`config.mk`:
```
export PLATFORM = sky130hd
export DESIGN_NAME = mem_stage
export DESIGN_NICKNAME = d
export VERILOG_FILES = /design/src/design/rv_pkg.sv /design/src/design/mem_stage.sv
export SDC_FILE = /design/constraint.sdc
export NUM_CORES = 1
export LEC_CHECK = 0
export ABC_AREA = 1
export BUFFER_PORTS_ARGS = -buffer_cell sky130_fd_sc_hd__buf_2
export CORE_AREA = 2 2 160 162
export CTS_BUF_LIST = sky130_fd_sc_hd__clkbuf_8 sky130_fd_sc_hd__clkbuf_16
export DETAILED_ROUTE_END_ITERATION = 6
export DIE_AREA = 0 0 162 164
export SLEW_MARGIN = 15
export SYNTH_ARGS = -nofsm -noshare
export SYNTH_HDL_FRONTEND = slang
export SYNTH_SLANG_ARGS = --single-unit
```
`constraint.sdc`:
```
create_clock -name clk -period 3.7 [get_ports clk]
set_input_delay 0.37 -clock clk [delete_from_list [all_inputs] [get_ports clk]]
set_output_delay 0.37 -clock clk [all_outputs]
set_load 0.02 [all_outputs]
```
`src/design/rv_pkg.sv`:
```
// rv_pkg: shared widths, instruction encodings and sequencer states for the rv64i core
package rv_pkg;

  localparam int xlen       = 64;
  localparam int ilen       = 32;
  localparam int reg_addr_w = 5;

  localparam logic [xlen-1:0] reset_pc = 64'h0;

  // major opcode, taken from inst[6:2]
  typedef enum logic [4:0] {
    op_load   = 5'b00000,
    op_misc   = 5'b00011,
    op_imm    = 5'b00100,
    op_auipc  = 5'b00101,
    op_imm32  = 5'b00110,
    op_store  = 5'b01000,
    op_reg    = 5'b01100,
    op_lui    = 5'b01101,
    op_reg32  = 5'b01110,
    op_branch = 5'b11000,
    op_jalr   = 5'b11001,
    op_jal    = 5'b11011
  } opcode_e;

  // instruction format
  typedef enum logic [2:0] {
    it_r,
    it_i,
    it_s,
    it_b,
    it_u,
    it_j,
    it_none
  } itype_e;

  // one stage active per cycle
  typedef enum logic [2:0] {
    ph_fetch,
    ph_decode,
    ph_exec,
    ph_mem,
    ph_wb
  } phase_e;

  typedef enum logic [2:0] {
    alu_add,
    alu_sub,
    alu_sll,
    alu_srl,
    alu_pass,
    alu_addw
  } alu_op_e;

  // funct3 codes; loads share the width codes with stores
  localparam logic [2:0] f3_beq = 3'b000;
  localparam logic [2:0] f3_bne = 3'b001;
  localparam logic [2:0] f3_sw  = 3'b010;
  localparam logic [2:0] f3_sd  = 3'b011;
  localparam logic [2:0] f3_sll = 3'b001;
  localparam logic [2:0] f3_srl = 3'b101;

  // byte strobes for word and doubleword accesses
  localparam logic [7:0] strb_word  = 8'h0f;
  localparam logic [7:0] strb_dword = 8'hff;

endpackage
```
`src/design/mem_stage.sv`:
```
// mem_stage: APB master for data loads and stores, and writeback data select
`timescale 1ns/1ps

module mem_stage (
  input  logic                    clk,
  input  logic                    rst,
  input  rv_pkg::phase_e          phase,
  input  logic                    mem_ren,
  input  logic                    mem_wen,
  input  logic [rv_pkg::xlen-1:0] alu_result,
  input  logic [rv_pkg::xlen-1:0] mem_wdata,
  input  logic [7:0]              mem_wstrb,
  output logic [rv_pkg::xlen-1:0] paddr,
  output logic                    psel,
  output logic                    penable,
  output logic                    pwrite,
  output logic [rv_pkg::xlen-1:0] pwdata,
  output logic [7:0]              pstrb,
  input  logic [rv_pkg::xlen-1:0] prdata,
  input  logic                    pready,
  output logic                    mem_busy,
  output logic [rv_pkg::xlen-1:0] wb_data
);

  logic [rv_pkg::xlen-1:0] rdata_q;
  logic                    access_done;

  assign access_done = psel && penable && pready;

  // setup cycle lands on the first ph_mem cycle
  always_ff @(posedge clk) begin
    if (rst) begin
      psel    <= 1'b0;
      penable <= 1'b0;
    end else if (access_done) begin
      psel    <= 1'b0;
      penable <= 1'b0;
    end else if (psel) begin
      penable <= 1'b1;
    end else if ((phase == rv_pkg::ph_exec) && (mem_ren || mem_wen)) begin
      psel <= 1'b1;
    end
  end

  always_ff @(posedge clk) begin
    if (access_done && !pwrite) begin
      rdata_q <= prdata;
    end
  end

  // sources only change in decode and exec, so these hold through the transfer
  assign paddr  = alu_result;
  assign pwrite = mem_wen;
  assign pwdata = mem_wdata;
  assign pstrb  = mem_wen ? mem_wstrb : 8'h00;

  assign mem_busy = psel && !(penable && pready);

  always_comb begin
    if (!mem_ren) begin
      wb_data = alu_result;
    end else if (mem_wstrb == rv_pkg::strb_word) begin
      wb_data = {{32{rdata_q[31]}}, rdata_q[31:0]};
    end else begin
      wb_data = rdata_q;
    end
  end

endmodule

```
==> results list <==
- Result of the run: finished, final reports clean
- Walking the worst path, the cells encountered are nand3_2 -> nand2_1 -> nand2_1 -> nand2_1 -> buf_2.
- The initial utilization of the core area, before any placement, comes to 0.1700.
- Arrival time at the worst endpoint: between 1.5 and 2 ns
* Detail-routed via count per cell: 3.575
- Global-route wire length before repair: between 20000 and 25000 µm
* Clock period minus final worst setup slack: 2.323 ns
- Switching part of the total: 0.2651
- ~410 I/O pins were placed.
- In this run the tightest slew margin relative to its limit is 0.2913.
- Among all stages on the critical path, the largest delay is contributed by sky130_fd_sc_hd__nand3_2.
* Number of buffers inserted by post-CTS setup repair: 0
- Share of the synthesized area in the top cell type: 0.4554
- OpenSTA, run right after detailed placement, puts the worst setup slack at between 1 and 1.5 ns.
- Worst-case clock skew: roughly 0.0058 ns
- Overall Power: 2206 µW
- Post-route worst setup slack: around 1.4 ns
- Maximum clock frequency: roughly 0.43 GHz
- Synth Warn #: 0
- CTS sink cnt: 66
- Of the total synthesized cell area, the portion taken by XOR and XNOR cells is 0.
- The area growth from synthesis to layout is 25.59%.
- In this run the critical register-to-register path is launched from penable$_SDFFE_PP0P_.
- The worst setup path is captured at a primary output.
* Fraction of the yosys area taken by sequential cells: 0.4649
- Power Density: between 400 and 500 nW/µm²
- Height of the die: ~160 µm
* Wire length on met3: around 1700 µm
- Highest metal used: met4
- Entering global routing, the biggest net connects 66 pins.
- Delay of the slowest critical-path stage: ~0.6 ns
- Of the total synthesized cell area, the portion taken by AND, OR, NAND and NOR gates is 0.2517.
* Final wirelength: ~15000 µm
* Leak Pwr: approximately 0.0029 µW
- In this run the horizontal extent of the chip is around 160 µm.
- In the final layout, the share of cells above drive strength 1 is 0.4630.
- Leaving out fill and tap cells, the most frequent cell in the layout is sky130_fd_sc_hd__buf_2.
- The share of total power dissipated in sequential elements is 0.373.
- Most frequent cells in the layout: sky130_fd_sc_hd__buf_2, sky130_fd_sc_hd__nand2_1, sky130_fd_sc_hd__edfxtp_1, sky130_fd_sc_hd__inv_1, sky130_fd_sc_hd__clkbuf_16
- After floorplanning, the core was divided into 58 placement rows.
* Cell accounting for the most synthesized area: sky130_fd_sc_hd__edfxtp_1
- By instance count, the cell type seen most on the critical path is sky130_fd_sc_hd__nand2_1.
- The count of final max-slew check failures was 0.
- Internal Pwr Total: 1621 µW
* Number of violations of the max-capacitance limit: 0
- Net count, final: 866
- For this run, the total global-route usage over all layers was measured as 0.1065.
* Maximum net fanout on the critical path: 32
* Count of antenna-violating nets left after detailed routing: 0
- Input and output buffers added on the ports amount to 283.
- The number of hold buffers added after CTS was 0.
- Leaving out filler cells and counting taps, the final layout contains ~1000.
- After synthesis, the largest family of logic cells by area is buffers and inverters.
- The finished cells cover between 5000 and 6000 µm².
- Multiplexer share of the synthesized area: 0
* Weighted congestion reported at the end of routability-driven placement: 0.8193
- Sum of met2 wire segment lengths after detailed routing: around 7400 µm
- RSZ-0062 raised after global routing: false
- For the pin with the worst max-slew slack, the measured transition is approximately 1.1 ns.
* 1st-pass router iterations: 4
- Worst supply voltage drop on vdd: 174.8 µV
* Tcrit/Tclk final: 0.6279
- Critical path origin: rdata_q[31]$_DFFE_PP_
- CTS Buf Count: 9
* Summed negative setup slack over all endpoints: 0 ns
- Worst setup SP type: flop
* Top cells by area, synth: sky130_fd_sc_hd__edfxtp_1, sky130_fd_sc_hd__nand2_1, sky130_fd_sc_hd__buf_4, sky130_fd_sc_hd__buf_6, sky130_fd_sc_hd__inv_1
* Portion of total power attributed to combinational logic: 0.165
- Count of cell types in the netlist: 17
- The number of nets handed over by synthesis was slightly above 700.
- Final-report hold violation count: 0
- Synthesis handed over a netlist of 511 instances.
- Post-place instance area: 4947 µm²
- Hold Crit Start: prdata[23]
* HPWL Detailed: around 12000 µm
- The via count of the first global-routing pass came to around 3300.
- The critical path is of the reg -> out type.
- The clock passes through at most 2 buffers.
* Instance count after placement with tap cells included: around 1000
- Total net switching power: approximately 580 µW
- Total vias in the final route: about 3600
- The H-tree was split into 3 levels.
- Setup violations remaining at the end of the flow were counted as 0.
- The filler cells instantiated in the layout total roughly 2800.
* Adder and majority cell fraction of the synthesized area: 0
- Clock-pin slew was measured on the worst setup and hold paths at 0.06 ns.
* Area of the die: ~27000 µm²
- Routed len/inst: 15.09 µm
- Starting DRT DRC Count: around 120
- Critical Path RT: between 3 and 4 ns
- CTS-repair resized insts: 0
- The number of antenna violations at the first check in global routing came to 1.
* Synth Area in Compound Gates: 0.003558
* CTS Root Buffer Type: sky130_fd_sc_hd__clkbuf_16
- For this block, wires on met1 add up to 5019 µm.
* Clock group share of total power: 0.462
* Average footprint of a synthesized cell: about 8.3 µm²
- The min-delay analysis places its worst path in the category in -> reg.
- For this run the aggregate overflow at the end of global routing stands at 0.
* Core box area: roughly 25000 µm²
- Number of remaining DRC errors: 0
- TritonCTS built the clock tree.
* Synthesized cell area: between 4000 and 5000 µm²
- Clock latency on the worst-skew pair: approximately 0.34 ns
* Register bit total from synthesis: 66
-- final timing paths --
| path | end | slack [ns] | cells past startpoint |
|---|---|---|---|
| min | rdata_q[23]$_DFFE_PP_ | 0.20 | 1 |
| max reg2reg | rdata_q[37]$_DFFE_PP_ | 1.96 | 3 |
| max | wb_data[40] | 1.38 | 5 |
| min reg2reg | penable$_SDFFE_PP0P_ | 0.50 | 2 |
-- final cells by class --
type / instances / area [µm²] / share of cell area
diodes: 1 / 2.502 / 0.0004721
inverters: 15 / 56.30 / 0.01062
multi-input cells: 281 / 1085 / 0.2047
clock buffers: 9 / 225.2 / 0.04249
well taps: 330 / 412.9 / 0.07790
repair buffers: 285 / 1431 / 0.2701
flip-flops and latches: 66 / 1962 / 0.3702
clock inverters: 7 / 125.1 / 0.02361
-- cells by family (layout without fill, tap and decap cells) --
group / count (synthesis) / after routing
compound gates: 3 / 3
buf+inv: 164 / 316
flops: 66 / 66
other cells: 0 / 1
simple gates: 278 / 278
-- registers in the layout, indices dropped and copies added, names as in the netlist --
name,flops
psel,1
rdata_q,64
penable,1
-- stage by stage --
stage / hold slack [ns] / util
after detailed placement: 0.4935 / 0.1993
after global placement: 0.4905 / 0.1993
final: 0.2033 / 0.2136
after global routing: 0.1837 / 0.2135
after floorplan: 0.4689 / -
after CTS: 0.1826 / 0.2135
-- per-layer routing --
layer  vias up  track usage
met1      1548       0.1017
met3        61      0.04798
met4         0      0.07241
met2       197       0.1845
met5         -            0
li1       1748            -
-- cells in the mapped netlist --
library cell	n
sky130_fd_sc_hd__dfxtp_1	2
sky130_fd_sc_hd__a21oi_1	2
sky130_fd_sc_hd__inv_2	1
sky130_fd_sc_hd__buf_2	5
sky130_fd_sc_hd__nor3b_1	1
sky130_fd_sc_hd__nand2_1	269
sky130_fd_sc_hd__clkbuf_1	5
sky130_fd_sc_hd__o21ai_0	1
sky130_fd_sc_hd__nor2_1	3
sky130_fd_sc_hd__edfxtp_1	64
sky130_fd_sc_hd__inv_1	14
sky130_fd_sc_hd__nand2_2	1
sky130_fd_sc_hd__nand3_2	1
sky130_fd_sc_hd__buf_6	10
sky130_fd_sc_hd__nand3_1	1
sky130_fd_sc_hd__nor2_2	2
sky130_fd_sc_hd__buf_4	129
-- power by group through the flow --
| stage | clock (µW) | combinational [µW] | sequential, µW |
|---|---|---|---|
| 2_1_floorplan | 0 | 338 | 840 |
| 3_3_place_gp | 0 | 369 | 839 |
| 3_5_place_dp | 0 | 371 | 839 |
| 4_1_cts | 1060 | 372 | 823 |
| 5_1_grt | 1080 | 397 | 822 |
| 6_report | 1020 | 365 | 823 |
-- critical path, delay by kind of cell, from the launching register on --
family,cells,cell delay [ns]
buf+inv,1,0.17
flops,1,0.38
simple gates,4,1.03
Note: power is estimated with default switching activity, not from simulation.
