===== config.mk =====
export PLATFORM = sky130hd
export DESIGN_NAME = if_stage
export DESIGN_NICKNAME = d
export VERILOG_FILES = /design/src/design/rv_pkg.sv /design/src/design/if_stage.sv
export SDC_FILE = /design/constraint.sdc
export NUM_CORES = 1
export LEC_CHECK = 0
export BUFFER_PORTS_ARGS = -buffer_cell sky130_fd_sc_hd__buf_2
export CAP_MARGIN = 10
export CORE_ASPECT_RATIO = 0.7
export CORE_MARGIN = 2
export CORE_UTILIZATION = 44
export CTS_CLUSTER_SIZE = 28
export DETAILED_ROUTE_END_ITERATION = 8
export PLACE_DENSITY = 0.81
export SYNTH_ARGS = -nofsm -noshare
export SYNTH_HDL_FRONTEND = slang
export SYNTH_SLANG_ARGS = --single-unit

===== constraint.sdc =====
create_clock -name clk -period 2.7 [get_ports clk]
set_input_delay 0.54 -clock clk [delete_from_list [all_inputs] [get_ports clk]]
set_output_delay 0.54 -clock clk [all_outputs]
set_load 0.03 [all_outputs]

===== src/design/rv_pkg.sv =====
// rv_pkg: shared widths, instruction encodings and sequencer states for the rv64i core
package rv_pkg;

  localparam int xlen       = 64;
  localparam int ilen       = 32;
  localparam int reg_addr_w = 5;

  localparam logic [xlen-1:0] reset_pc = 64'h0;

  // major opcode, taken from inst[6:2]
  typedef enum logic [4:0] {
    op_load   = 5'b00000,
    op_misc   = 5'b00011,
    op_imm    = 5'b00100,
    op_auipc  = 5'b00101,
    op_imm32  = 5'b00110,
    op_store  = 5'b01000,
    op_reg    = 5'b01100,
    op_lui    = 5'b01101,
    op_reg32  = 5'b01110,
    op_branch = 5'b11000,
    op_jalr   = 5'b11001,
    op_jal    = 5'b11011
  } opcode_e;

  // instruction format
  typedef enum logic [2:0] {
    it_r,
    it_i,
    it_s,
    it_b,
    it_u,
    it_j,
    it_none
  } itype_e;

  // one stage active per cycle
  typedef enum logic [2:0] {
    ph_fetch,
    ph_decode,
    ph_exec,
    ph_mem,
    ph_wb
  } phase_e;

  typedef enum logic [2:0] {
    alu_add,
    alu_sub,
    alu_sll,
    alu_srl,
    alu_pass,
    alu_addw
  } alu_op_e;

  // funct3 codes; loads share the width codes with stores
  localparam logic [2:0] f3_beq = 3'b000;
  localparam logic [2:0] f3_bne = 3'b001;
  localparam logic [2:0] f3_sw  = 3'b010;
  localparam logic [2:0] f3_sd  = 3'b011;
  localparam logic [2:0] f3_sll = 3'b001;
  localparam logic [2:0] f3_srl = 3'b101;

  // byte strobes for word and doubleword accesses
  localparam logic [7:0] strb_word  = 8'h0f;
  localparam logic [7:0] strb_dword = 8'hff;

endpackage

===== src/design/if_stage.sv =====
// if_stage: phase sequencer, program counter and instruction latch
`timescale 1ns/1ps

module if_stage (
  input  logic                    clk,
  input  logic                    rst,
  input  logic                    mem_busy,
  input  logic [rv_pkg::xlen-1:0] next_pc,
  input  logic [rv_pkg::ilen-1:0] imem_data,
  output rv_pkg::phase_e          phase,
  output logic [rv_pkg::xlen-1:0] pc,
  output logic [rv_pkg::xlen-1:0] imem_addr,
  output logic [rv_pkg::ilen-1:0] inst,
  output logic                    retire_valid
);

  rv_pkg::phase_e phase_nxt;

  always_comb begin
    case (phase)
      rv_pkg::ph_fetch:  phase_nxt = rv_pkg::ph_decode;
      rv_pkg::ph_decode: phase_nxt = rv_pkg::ph_exec;
      rv_pkg::ph_exec:   phase_nxt = rv_pkg::ph_mem;
      // stay here until the apb transfer completes
      rv_pkg::ph_mem:    phase_nxt = mem_busy ? rv_pkg::ph_mem : rv_pkg::ph_wb;
      default:           phase_nxt = rv_pkg::ph_fetch;
    endcase
  end

  always_ff @(posedge clk) begin
    if (rst) begin
      phase <= rv_pkg::ph_fetch;
      pc    <= rv_pkg::reset_pc;
    end else begin
      phase <= phase_nxt;
      if (phase == rv_pkg::ph_wb) begin
        pc <= next_pc;
      end
    end
  end

  // imem answers in the same cycle
  always_ff @(posedge clk) begin
    if (phase == rv_pkg::ph_fetch) begin
      inst <= imem_data;
    end
  end

  assign imem_addr    = (phase == rv_pkg::ph_fetch) ? pc : '0;
  assign retire_valid = (phase == rv_pkg::ph_wb);

endmodule


==> results.tsv, run 1 <==
metric	value	unit
status	finished clean	
clk_pin_slew_worst_paths	0.07	ns
gp_congestion	0.705	
reg2reg_slack	1.22	ns
final_cell_mix	262 x buf_2, 128 x nand2b_1, 67 x dfxtp_1	
grt_pass1_vias	3160	
syn_area	4380	um2
cts_tree	yes	
grt_max_degree	132	
power.density	556	nW/um2
crit_arrival	1.74	ns
hold_class	in -> reg	
holdBufCountCts	0	
r2r_cells	3	
min_period	2.28	ns
clock_sinks	99	
post_cts_resized	0	
hold_viol_final	0	
syn-num-nets	490	
dieArea	10800	um2
rows	30	
antenna_found_initial	0	
ios	263	
dpl_cell_area	5750	um2
reg2reg_to	pc[24]$_SDFFE_PP0P_	
worstHoldStart	imem_data[10]	
critPathMaxFanout	79	
syn_avg_cell_area	11.2	um2
synth_top_area_share	30.6	%
fin_area	6060	um2
relSlewSlack	69.5	%
regArea	2300	um2
root_buffer	clkbuf_16	
clock_latency	0.33	ns
routed_wl	10.3	mm
finalSetupViolations	0	
die_w	123	um
grt_setup_unrepaired	no	
port_buffers	262	
fin_nets	739	
core_area	9680	um2
fillCellCount	817	
drt_iter0_drc	118	
whs_path_depth	1	
criticalPathCategory	reg -> out	
layout_commonest_cell	buf_2	
cap_violations	0	
yosysSeqAreaShare	52.6	%
post-route-drc-count	0	
worst_setup_path_start_kind	register	
timing.final.crit_share	84.3	%
vias_per_cell	4.55	
grt_overflow	0	
yosys_warnings	0	
synth_area_leader_cell	dfxtp_1	
drtPass1Iterations	4	
slew_violations	0	
yosys.cell_types.count	19	
leakage	2.86	nW
vdd_drop_max	0.512	mV
ys_ff_latch	99	
final_antenna_net_count	0	
htreeDepth	3	
antennaDiodeCount	0	
cts_buffer_depth	2	
synthTopCellsByArea	dfxtp_1 31%, edfxtp_1 22%, nand2b_1 18%	
syn_to_final_growth	38.4	%
drive_above_1_share	44.0	%
syn_inst	391	
end_kind	output port	
cts_setup_buffers	0	
finalSetupTns	0	ns
worstReg2RegStart	phase[2]$_SDFF_PP0_	
start_util	45.2	%
die_y	87.5	um
min_to	inst[10]$_DFFE_PN_	
place_hpwl	7.60	mm
finalClockSkew	0.00612	ns
fmax	0.439	GHz
via_count	3521	
cp.required	2.16	ns
grt_util_all_layers	18.1	%
grt_first_pass_wirelength	15.1	mm
worst_pin_slew	0.457	ns
cts-buffers-inserted	9	
wire_per_inst	13.3	um
multi_input_area	1910	um2
## cells by family (layout without fill, tap and decap cells)
| logic type | Yosys count | after routing | share of synthesized area [%] |
|---|---|---|---|
| simple gates | 199 | 199 | 28.5 |
| buf+inv | 28 | 282 | 4.14 |
| flops | 99 | 99 | 52.6 |
| mux | 64 | 64 | 14.6 |
| compound gates | 1 | 1 | 0.171 |
## layer usage
layer | vias to the layer above | share of wire, % | global-route usage (%)
met2 | 135 | 51 | 33.2
met3 | 11 | 8.2 | 6.35
met5 | - | 0 | 0
met1 | 1609 | 40 | 19.7
met4 | 0 | 1.0 | 5.06
li1 | 1766 | - | -
## critical path, cell delays in order (launching register included)
cell	delay (ns)
dfxtp_1	0.38
nor3_2	0.31
buf_12	0.32
and2_1	0.18
buf_2	0.19
## registers in the layout, indices dropped and copies added, names as in the netlist
name   flops
pc        64
inst      32
phase      3
## cells in the mapped netlist
| library cell | number |
|---|---|
| buf_2 | 1 |
| nor4_1 | 1 |
| clkbuf_1 | 14 |
| nor3_1 | 1 |
| and3b_1 | 1 |
| nor2_1 | 1 |
| dfxtp_1 | 67 |
| buf_6 | 1 |
| nand2b_1 | 128 |
| buf_4 | 1 |
| mux2i_1 | 64 |
| nand2_1 | 1 |
| edfxtp_1 | 32 |
| buf_8 | 5 |
| clkbuf_2 | 6 |
| nor3b_2 | 1 |
| nor3b_1 | 1 |
| a211oi_1 | 1 |
| and2_1 | 64 |
## per-stage QoR
step / power (mW) / util, % / setup WS, ns / hold slack [ns] / cells
4_1_cts: 3.43 / 62.6 / 0.389 / 0.360 / 773
3_5_place_dp: 2.09 / 59.4 / 0.770 / 0.476 / 757
3_3_place_gp: 2.07 / 59.4 / 0.837 / 0.466 / 757
2_1_floorplan: 1.92 / - / 0.507 / 0.603 / 391
6_report: 3.37 / 62.6 / 0.424 / 0.376 / 773
5_1_grt: 3.52 / 62.6 / 0.295 / 0.351 / 773
## report_power, final
| part | switching, mW | total [mW] | internal, mW |
|---|---|---|---|
| Clock | 0.583 | 1.33 | 0.746 |
| Combinational | 0.262 | 0.417 | 0.155 |
| Sequential | 0.0222 | 1.63 | 1.61 |
## how the worst max path moves through the flow
stage / startpoint / endpoint / slack (ns) / depth (start not counted)
floorplan: phase[0]$_SDFF_PP0_ / imem_addr[54] / 0.51 / 3
global placement: phase[0]$_SDFF_PP0_ / imem_addr[6] / 0.84 / 4
detailed placement: phase[0]$_SDFF_PP0_ / imem_addr[8] / 0.77 / 4
CTS: phase[0]$_SDFF_PP0_ / imem_addr[8] / 0.39 / 4
global route: phase[0]$_SDFF_PP0_ / imem_addr[7] / 0.30 / 4
finish: phase[0]$_SDFF_PP0_ / imem_addr[8] / 0.42 / 4
## cell type report
type,count,area share [%]
clock buffer,9,3.71
clock inverter,7,1.49
multi-input combinational,264,31.5
sequential,99,38.0
tap,128,2.64
timing repair buffer,266,22.7
Power figures use the tool's default switching activity.
==> run 2, diff against run 1 <==
- clock period: 2.7 -> 2.1 ns (I/O delays scaled with it)
==> results.tsv, run 2 (synthesis results as in run 1) <==
metric	value	unit	change
htreeDepth	3		unchanged
reg_top3	pc (64), inst (32), phase (3)		
finalSetupTns	0	ns	unchanged
grt_first_pass_wirelength	16.0	mm	+6.1%
rows	30		unchanged
cap_violations	0		unchanged
hold_class	in -> reg		
clock_latency	0.34	ns	about the same
grt_util_all_layers	19.3	%	+1.2 points
finalSetupViolations	0		unchanged
place_hpwl	7.99	mm	+5.1%
post-route-drc-count	0		unchanged
ios	263		unchanged
antenna_found_initial	0		unchanged
core_area	9680	um2	unchanged
drt_iter0_drc	95		-19%
wire_per_inst	14.5	um	+9.6%
largest_register_ffs	64		unchanged
worst_pin_slew	0.488	ns	+0.0306 ns
status	finished clean		
antennaDiodeCount	0		unchanged
cts_tree	yes		
root_buffer	clkbuf_16		
dp_slack	0.336	ns	-0.434 ns
die_y	87.5	um	unchanged
start_util	45.2	%	unchanged
routed_wl	11.4	mm	+11%
leakage	2.92	nW	+2.0%
layout_commonest_cell	buf_2		
grt_overflow	0		unchanged
relSlewSlack	67.5	%	-2.0 points
finalClockSkew	0.00931	ns	+0.00319 ns
gp_congestion	0.725		+2.9%
vias_per_cell	4.60		+0.90%
clock_sinks	99		unchanged
fin_nets	748		+1.2%
via_count	3594		+2.1%
worst_slack	0.0603	ns	-0.363 ns
grt_max_degree	132		unchanged
largest_register	pc		
cts_buffer_depth	2		unchanged
hold_viol_final	0		unchanged
power.density	715	nW/um2	+28%
drive_above_1_share	45.1	%	+1.1 points
crit_arrival	1.62	ns	-0.12 ns
slew_violations	0		unchanged
die_w	123	um	unchanged
final_cell_mix	247 x buf_2, 128 x nand2b_1, 65 x dfxtp_1		
end_kind	output port		
final_antenna_net_count	0		unchanged
port_buffers	262		unchanged
vdd_drop_max	0.507	mV	-1.1%
timing.final.crit_share	97.1	%	
worst_setup_path_start_kind	register		
min_period	2.04	ns	
holdBufCountCts	0		unchanged
syn_to_final_growth	42.3	%	
clk_pin_slew_worst_paths	0.08	ns	about the same
dieArea	10800	um2	unchanged
grt_pass1_vias	3346		+5.9%
cp.required	1.68	ns	-0.48 ns
criticalPathCategory	reg -> out		
critPathMaxFanout	16		-80%
fmax	0.490	GHz	
cts-buffers-inserted	9		unchanged
drtPass1Iterations	4		unchanged
## run 2: report_power, final
part	switching, mW	internal, mW
logic	0.371	0.255
clock network	0.773	0.960
registers	0.0309	2.07
total	1.18	3.28
## run 2: worst max-delay path, stage by stage, from the launching register on
cell	delay, ns
dfxtp_4	0.38
nor3_4	0.25
buf_6	0.16
clkbuf_16	0.16
and2_1	0.13
buf_2	0.19
## run 2: stage by stage
| step | power (mW) | cells | hold slack (ns) | util, % | instance area, um2 |
|---|---|---|---|---|---|
| 6_report | 4.45 | 782 | 0.255 | 64.4 | 6230 |
| 5_1_grt | 4.63 | 782 | 0.226 | 64.4 | 6230 |
| 4_1_cts | 4.46 | 779 | 0.240 | 63.3 | 6130 |
| 3_5_place_dp | 2.69 | 760 | 0.471 | 59.5 | 5760 |
| 3_3_place_gp | 2.67 | 760 | 0.467 | 59.5 | 5760 |
| 2_1_floorplan | 2.47 | 391 | 0.519 | - | 4380 |
## run 2: timing repair
item                       4_1_cts  5_1_grt
gates resized for setup          2       23
buffers inserted                 2        1
cloned                           1        2
setup endpoints to repair       47       47
pin swaps                        1        1
## run 2: final timing paths
check | endpoint | cells past startpoint | start | slack, ns
hold / removal | inst[0]$_DFFE_PN_ | 1 | imem_data[0] | 0.25
hold reg to reg | pc[16]$_SDFFE_PP0P_ | 2 | pc[16]$_SDFFE_PP0P_ | 0.49
setup reg to reg | pc[51]$_SDFFE_PP0P_ | 3 | phase[2]$_SDFF_PP0_ | 0.52
setup / recovery | imem_addr[0] | 5 | phase[0]$_SDFF_PP0_ | 0.06
## run 2: final cells by class
class                      count  area [um2]
clock inverter                 7        93.8
multi-input combinational    264        1910
fill                         787        3450
sequential                    99        2310
clock buffer                   9         225
tap                          128         160
timing repair buffer         275        1530
## run 2: per-layer routing
layer	wire, um	vias to the layer above	track usage [%]
li1	-	1783	-
met2	5850	144	34.8
met4	115	0	5.37
met1	4510	1656	21.5
met5	0	-	0
met3	906	11	7.00
