<file path="src/design/rv_pkg.sv">
// rv_pkg: shared widths, instruction encodings and sequencer states for the rv64i core
package rv_pkg;

  localparam int xlen       = 64;
  localparam int ilen       = 32;
  localparam int reg_addr_w = 5;

  localparam logic [xlen-1:0] reset_pc = 64'h0;

  // major opcode, taken from inst[6:2]
  typedef enum logic [4:0] {
    op_load   = 5'b00000,
    op_misc   = 5'b00011,
    op_imm    = 5'b00100,
    op_auipc  = 5'b00101,
    op_imm32  = 5'b00110,
    op_store  = 5'b01000,
    op_reg    = 5'b01100,
    op_lui    = 5'b01101,
    op_reg32  = 5'b01110,
    op_branch = 5'b11000,
    op_jalr   = 5'b11001,
    op_jal    = 5'b11011
  } opcode_e;

  // instruction format
  typedef enum logic [2:0] {
    it_r,
    it_i,
    it_s,
    it_b,
    it_u,
    it_j,
    it_none
  } itype_e;

  // one stage active per cycle
  typedef enum logic [2:0] {
    ph_fetch,
    ph_decode,
    ph_exec,
    ph_mem,
    ph_wb
  } phase_e;

  typedef enum logic [2:0] {
    alu_add,
    alu_sub,
    alu_sll,
    alu_srl,
    alu_pass,
    alu_addw
  } alu_op_e;

  // funct3 codes; loads share the width codes with stores
  localparam logic [2:0] f3_beq = 3'b000;
  localparam logic [2:0] f3_bne = 3'b001;
  localparam logic [2:0] f3_sw  = 3'b010;
  localparam logic [2:0] f3_sd  = 3'b011;
  localparam logic [2:0] f3_sll = 3'b001;
  localparam logic [2:0] f3_srl = 3'b101;

  // byte strobes for word and doubleword accesses
  localparam logic [7:0] strb_word  = 8'h0f;
  localparam logic [7:0] strb_dword = 8'hff;

endpackage
</file>
<file path="src/design/id_stage.sv">
// id_stage: instruction decode, immediate build, operand and memory control setup
`timescale 1ns/1ps

module id_stage (
  input  logic                          clk,
  input  logic                          rst,
  input  rv_pkg::phase_e                phase,
  input  logic [rv_pkg::ilen-1:0]       inst,
  input  logic [rv_pkg::xlen-1:0]       pc,
  input  logic [rv_pkg::xlen-1:0]       rs1_data,
  input  logic [rv_pkg::xlen-1:0]       rs2_data,
  output logic [rv_pkg::reg_addr_w-1:0] rs1,
  output logic [rv_pkg::reg_addr_w-1:0] rs2,
  output logic [rv_pkg::reg_addr_w-1:0] rd,
  output logic [rv_pkg::xlen-1:0]       op1,
  output logic [rv_pkg::xlen-1:0]       op2,
  output logic [rv_pkg::xlen-1:0]       branch_target,
  output logic [rv_pkg::xlen-1:0]       link_value,
  output rv_pkg::alu_op_e               alu_op,
  output logic                          reg_wen,
  output logic                          is_branch,
  output logic                          is_jump,
  output logic [2:0]                    funct3,
  output logic                          mem_ren,
  output logic                          mem_wen,
  output logic [rv_pkg::xlen-1:0]       mem_wdata,
  output logic [7:0]                    mem_wstrb
);

  rv_pkg::opcode_e         opcode;
  rv_pkg::itype_e          itype;
  rv_pkg::alu_op_e         alu_op_d;
  logic [2:0]              f3;
  logic [rv_pkg::xlen-1:0] imm;
  logic [rv_pkg::xlen-1:0] shamt_64;
  logic [rv_pkg::xlen-1:0] op1_d;
  logic [rv_pkg::xlen-1:0] op2_d;
  logic [rv_pkg::xlen-1:0] target_d;
  logic [7:0]              wstrb_d;
  logic                    decoding;
  logic                    is_shift;
  logic                    wen_d;
  logic                    wen_q;

  assign decoding = (phase == rv_pkg::ph_decode);
  assign opcode   = rv_pkg::opcode_e'(inst[6:2]);
  assign f3       = inst[14:12];
  assign shamt_64 = {58'd0, inst[25:20]};
  assign is_shift = (opcode == rv_pkg::op_imm) &&
                    ((f3 == rv_pkg::f3_sll) || (f3 == rv_pkg::f3_srl));

  // fence, ecall and csr ops fall to it_none and retire as nops
  always_comb begin
    case (opcode)
      rv_pkg::op_lui, rv_pkg::op_auipc:  itype = rv_pkg::it_u;
      rv_pkg::op_jal:                    itype = rv_pkg::it_j;
      rv_pkg::op_jalr, rv_pkg::op_load,
      rv_pkg::op_imm, rv_pkg::op_imm32:  itype = rv_pkg::it_i;
      rv_pkg::op_branch:                 itype = rv_pkg::it_b;
      rv_pkg::op_store:                  itype = rv_pkg::it_s;
      rv_pkg::op_reg, rv_pkg::op_reg32:  itype = rv_pkg::it_r;
      default:                           itype = rv_pkg::it_none;
    endcase
  end

  always_comb begin
    case (itype)
      rv_pkg::it_i: imm = {{52{inst[31]}}, inst[31:20]};
      rv_pkg::it_s: imm = {{52{inst[31]}}, inst[31:25], inst[11:7]};
      rv_pkg::it_b: imm = {{52{inst[31]}}, inst[7], inst[30:25], inst[11:8], 1'b0};
      rv_pkg::it_u: imm = {{32{inst[31]}}, inst[31:12], 12'd0};
      rv_pkg::it_j: imm = {{44{inst[31]}}, inst[19:12], inst[20], inst[30:21], 1'b0};
      default:      imm = '0;
    endcase
  end

  // register reads only for formats that use them
  assign rs1 = (decoding && (itype inside {rv_pkg::it_r, rv_pkg::it_i,
                rv_pkg::it_s, rv_pkg::it_b})) ? inst[19:15] : '0;
  assign rs2 = (decoding && (itype inside {rv_pkg::it_r, rv_pkg::it_s,
                rv_pkg::it_b})) ? inst[24:20] : '0;

  always_comb begin
    op1_d = rs1_data;
    op2_d = imm;
    case (itype)
      rv_pkg::it_r, rv_pkg::it_b: op2_d = rs2_data;
      rv_pkg::it_i:               op2_d = is_shift ? shamt_64 : imm;
      // lui adds to zero, auipc to the pc
      rv_pkg::it_u:               op1_d = (opcode == rv_pkg::op_auipc) ? pc : '0;
      rv_pkg::it_j:               op1_d = '0;
      default:                    op2_d = imm;
    endcase
  end

  always_comb begin
    alu_op_d = rv_pkg::alu_add;
    case (opcode)
      rv_pkg::op_reg, rv_pkg::op_imm: begin
        if (f3 == rv_pkg::f3_sll) begin
          alu_op_d = rv_pkg::alu_sll;
        end else if (f3 == rv_pkg::f3_srl) begin
          alu_op_d = rv_pkg::alu_srl;
        end else if ((opcode == rv_pkg::op_reg) && inst[30]) begin
          alu_op_d = rv_pkg::alu_sub;
        end
      end
      rv_pkg::op_reg32, rv_pkg::op_imm32: alu_op_d = rv_pkg::alu_addw;
      rv_pkg::op_jal, rv_pkg::op_jalr:    alu_op_d = rv_pkg::alu_pass;
      default:                            alu_op_d = rv_pkg::alu_add;
    endcase
  end

  // jalr clears bit 0 of the computed target
  assign target_d = (opcode == rv_pkg::op_jalr) ? ((rs1_data + imm) & ~64'd1) : (pc + imm);

  assign wen_d = itype inside {rv_pkg::it_r, rv_pkg::it_i, rv_pkg::it_u, rv_pkg::it_j};

  // strobe also marks the load width
  always_comb begin
    wstrb_d = 8'h00;
    if ((opcode == rv_pkg::op_load) || (opcode == rv_pkg::op_store)) begin
      if (f3 == rv_pkg::f3_sd) begin
        wstrb_d = rv_pkg::strb_dword;
      end else if (f3 == rv_pkg::f3_sw) begin
        wstrb_d = rv_pkg::strb_word;
      end
    end
  end

  always_ff @(posedge clk) begin
    if (rst) begin
      rd        <= '0;
      alu_op    <= rv_pkg::alu_add;
      wen_q     <= 1'b0;
      is_branch <= 1'b0;
      is_jump   <= 1'b0;
      mem_ren   <= 1'b0;
      mem_wen   <= 1'b0;
    end else if (decoding) begin
      rd        <= wen_d ? inst[11:7] : '0;
      alu_op    <= alu_op_d;
      wen_q     <= wen_d;
      is_branch <= (opcode == rv_pkg::op_branch);
      is_jump   <= (opcode == rv_pkg::op_jal) || (opcode == rv_pkg::op_jalr);
      mem_ren   <= (opcode == rv_pkg::op_load);
      mem_wen   <= (opcode == rv_pkg::op_store);
    end
  end

  always_ff @(posedge clk) begin
    if (decoding) begin
      op1           <= op1_d;
      op2           <= op2_d;
      branch_target <= target_d;
      link_value    <= pc + 64'd4;
      funct3        <= f3;
      mem_wdata     <= rs2_data;
      mem_wstrb     <= wstrb_d;
    end
  end

  // write only in writeback
  assign reg_wen = wen_q && (phase == rv_pkg::ph_wb);

endmodule

</file>
<file path="config.mk">
export PLATFORM = sky130hd
export DESIGN_NAME = id_stage
export DESIGN_NICKNAME = d
export VERILOG_FILES = /design/src/design/rv_pkg.sv /design/src/design/id_stage.sv
export SDC_FILE = /design/constraint.sdc
export NUM_CORES = 1
export LEC_CHECK = 0
export BUFFER_PORTS_ARGS = -buffer_cell sky130_fd_sc_hd__buf_2
export CORE_MARGIN = 5
export CORE_UTILIZATION = 35
export CTS_BUF_LIST = sky130_fd_sc_hd__clkbuf_8
export DETAILED_ROUTE_END_ITERATION = 6
export PLACE_DENSITY = 0.62
export SYNTH_ARGS = -nofsm -noshare
export SYNTH_HDL_FRONTEND = slang
export SYNTH_SLANG_ARGS = --single-unit
</file>
<file path="constraint.sdc">
create_clock -name clk -period 41.4 [get_ports clk]
set_input_delay 8.28 -clock clk [delete_from_list [all_inputs] [get_ports clk]]
set_output_delay 8.28 -clock clk [all_outputs]
set_load 0.02 [all_outputs]
</file>
==> impl_metrics.py <==
metrics = {
    "critical_path": {
        "crit_path_end_kind": "output port",
        "worstPathArrival_ps": 10740,
        "r2r-start": "rd[0]",
        "crit_required_ps": 33120,
        "r2r_setup_slack_ps": 40720,
        "cp_max_fo": 152,
        "reg2regPathDepth": 2,
        "crit_type": "in -> out",
        "start_kind": "primary input",
        "regToRegEndpoint": "rd[0]",
    },
    "drt": {
        "drc": 0,
        "dr_total_vias": 22000,
        "routed_wl_mm": 93.3,
        "drt_iter0_drc": 2208,
        "avgViaCountPerCell": 5.73,
        "wl_per_cell_um": 24.3,
        "first_pass_iters": 6,
        "drtAntennaViolNets": 0,
    },
    "sta": {
        "drv_slew": 0,
        "hold_slack_ps": 451,
        "slew_headroom_pct": 30.8,
        "finalHoldViolations": 0,
        "period_share_pct": 45.9,
        "fin_worst_skew_ps": 0,
        "rsz0062_at_grt": "false",
        "setup_viol": 0,
        "worst_slew_pin_slew_ps": 1040,
        "post-route-min-period_ps": 19020,
        "fin_tns_setup_ps": 0,
        "fin_ws_ps": 22380,
        "max_clock_freq_ghz": 0.0526,
    },
    "logic_synthesis": {
        "synth_top_family_by_area": "compound AO/OA/AOI/OAI gates",
        "synth_cell_types": 113,
        "syn-cell-area_um2": 23100,
        "synthTopCellsByArea": "edfxtp_1, xnor2_1, nand2_1, nor2_1, a21oi_1",
        "synth-compound-area-share_pct": 21.0,
        "synth-edff-count": 325,
        "yosys_register_bits": 338,
        "synthMuxAreaShare_pct": 0.698,
        "yosys.area_share.xor_xnor_pct": 8.75,
        "yosysWarnings": 0,
        "async_flop_share_pct": 0,
        "synthAdderAreaFrac_pct": 2.91,
        "netlist_instances": 2467,
        "synth_top_area_share_pct": 42.2,
        "ys_seq_area_share_pct": 43.3,
        "synth.largest_area_cell": "edfxtp_1",
        "synth-simple-area-share_pct": 18.9,
        "synth.avg_cell_area_um2": 9.37,
        "ys.flop_type": "edfxtp_1",
        "syn-num-nets": 2732,
    },
    "floorplanning": {
        "num_rows": 94,
        "dieArea_um2": 71300,
        "dieWidth_um": 267,
        "num_io_pins": 583,
        "initial_core_util_pct": 35.2,
        "core-area_um2": 65600,
        "die_h_um": 267,
    },
    "global_routing": {
        "grt_use_total_pct": 24.3,
        "grt_pass1_vias": 20400,
        "grt_start_max_net_pins": 153,
        "grt_pass1_wl_mm": 133,
        "grt_overflow": 0,
        "grt_antenna_before_repair": 11,
    },
    "clock_network": {
        "hold_buffers": 0,
        "clk_latency_ps": 690,
        "cts_tree": "built",
        "cts_setup_buffers": 0,
        "cts_buffers": 58,
        "clkSinkCount": 338,
        "ctsHtreeMaxLevel": 2,
        "cts_resized": 0,
        "clk_path_buf_depth": 3,
        "clock-root-buffer": "clkbuf_8",
        "clkTransAtPathRegs_ps": 60,
    },
    "finish": {
        "drive_gt1_share_pct": 25.3,
        "final_common_cell": "buf_2",
        "mostFrequentLayoutCells": "buf_2, edfxtp_1, nand2_1",
        "fin_nets": 3187,
        "stdcell_count": 3841,
        "fill_cells": 6611,
        "areaGrowthSynthToFinish_pct": 19.5,
    },
    "placement": {
        "gp_congestion": 0.933,
        "port_buffers": 580,
        "dp_slack_ps": 22330,
        "dp.cells": 3726,
        "detailed_place_hpwl_mm": 71.5,
    },
    "power_and_ir_drop": {
        "finalPower_uw": 927,
        "power_leakage_uw": 0.0107,
        "cellPowerDensity_nw_per_um2": 33.6,
        "vdd_drop_max_mv": 0.0227,
    },
    "status": {
        "status": "finished, final reports clean",
    },
    "run": {
        "cap_violations": 0,
    },
    "worst_hold_path": {
        "hold_start": "is_jump",
        "hold_end": "is_jump",
        "min_path_type": "reg -> reg",
        "whs_path_depth": 2,
    },
}
## per-stage QoR
| step | cell area, um2 | util, % |
|---|---|---|
| after floorplan | 23100 | - |
| after global placement | 26500 | 40.3 |
| after detailed placement | 26500 | 40.3 |
| after CTS | 27600 | 42.1 |
| after global routing | 27600 | 42.1 |
| final | 27600 | 42.1 |
## layout make-up
type	count	area, um2	area share, %
inverters	40	158	0.571
clock buffers	62	853	3.09
diodes	5	12.5	0.0453
repair buffers	597	3030	11.0
multi-input cells	1887	12200	44.0
well taps	864	1080	3.91
clock inverters	48	309	1.12
flip-flops and latches	338	10000	36.3
## cells by family (layout without fill, tap and decap cells)
kind of cell / count (synthesis) / count (layout)
compound gates: 679 / 679
xor+xnor: 231 / 231
fa+ha+maj: 58 / 58
buf+inv: 242 / 747
flops: 338 / 338
mux: 16 / 16
other cells: 0 / 5
simple gates: 903 / 903
## per-layer routing
layer	part of all wire, %	routed length (um)	vias up	track usage [%]
met2	48	44600	1039	40.7
met3	8.5	7900	182	5.37
met5	0.084	78	-	0
li1	-	-	10100	-
met4	3.3	3080	12	7.45
met1	40	37700	10700	31.6
## state kept, by name, summed over array words and instances, names as in the netlist
signal         cells
alu_op             3
branch_target     64
funct3             3
is_branch          1
is_jump            1
link_value        64
mem_ren            1
mem_wdata         64
mem_wen            1
mem_wstrb          2
op1               64
op2               64
rd                 5
wen_q              1
## worst max-delay path by stage
stage,startpoint,endpoint,cells past startpoint
final,phase[1],rs2[4],6
after global placement,phase[1],rs2[4],6
after floorplan,phase[1],rs2[0],4
after global routing,phase[1],rs2[1],6
after CTS,phase[1],rs2[4],6
after detailed placement,phase[1],rs2[4],6
## cell usage after synthesis, types with 13 or more instances
cell type	n
edfxtp_1	325
nand2_1	270
nor2_1	237
a21oi_1	155
xnor2_1	150
clkbuf_1	141
o21ai_0	104
nand3_1	85
xor2_1	81
a22o_1	78
a21o_1	64
nor3_1	62
nand4_1	44
inv_1	39
ha_1	36
nor4_1	32
and2_1	30
a31oi_1	27
buf_2	26
and3_1	24
maj3_1	21
buf_1	19
o22ai_1	18
o21a_1	17
o31ai_1	17
a22oi_1	15
mux2i_1	15
nand2b_1	15
o21bai_1	15
or3_1	15
buf_4	14
dfxtp_1	13
o21ai_1	13
or2_2	13
## report_power, final
| group | switching, uW | internal (uW) | total, uW |
|---|---|---|---|
| registers | 4.32 | 398 | 402 |
| logic | 147 | 71.5 | 218 |
| clock network | 149 | 158 | 307 |
## worst max-delay path, cell delays in order
cell,delay (ps)
buf_2,100
or3b_2,710
inv_8,790
and4b_1,450
and2_1,150
buf_2,200
Note: power is estimated with default switching activity, not from simulation.
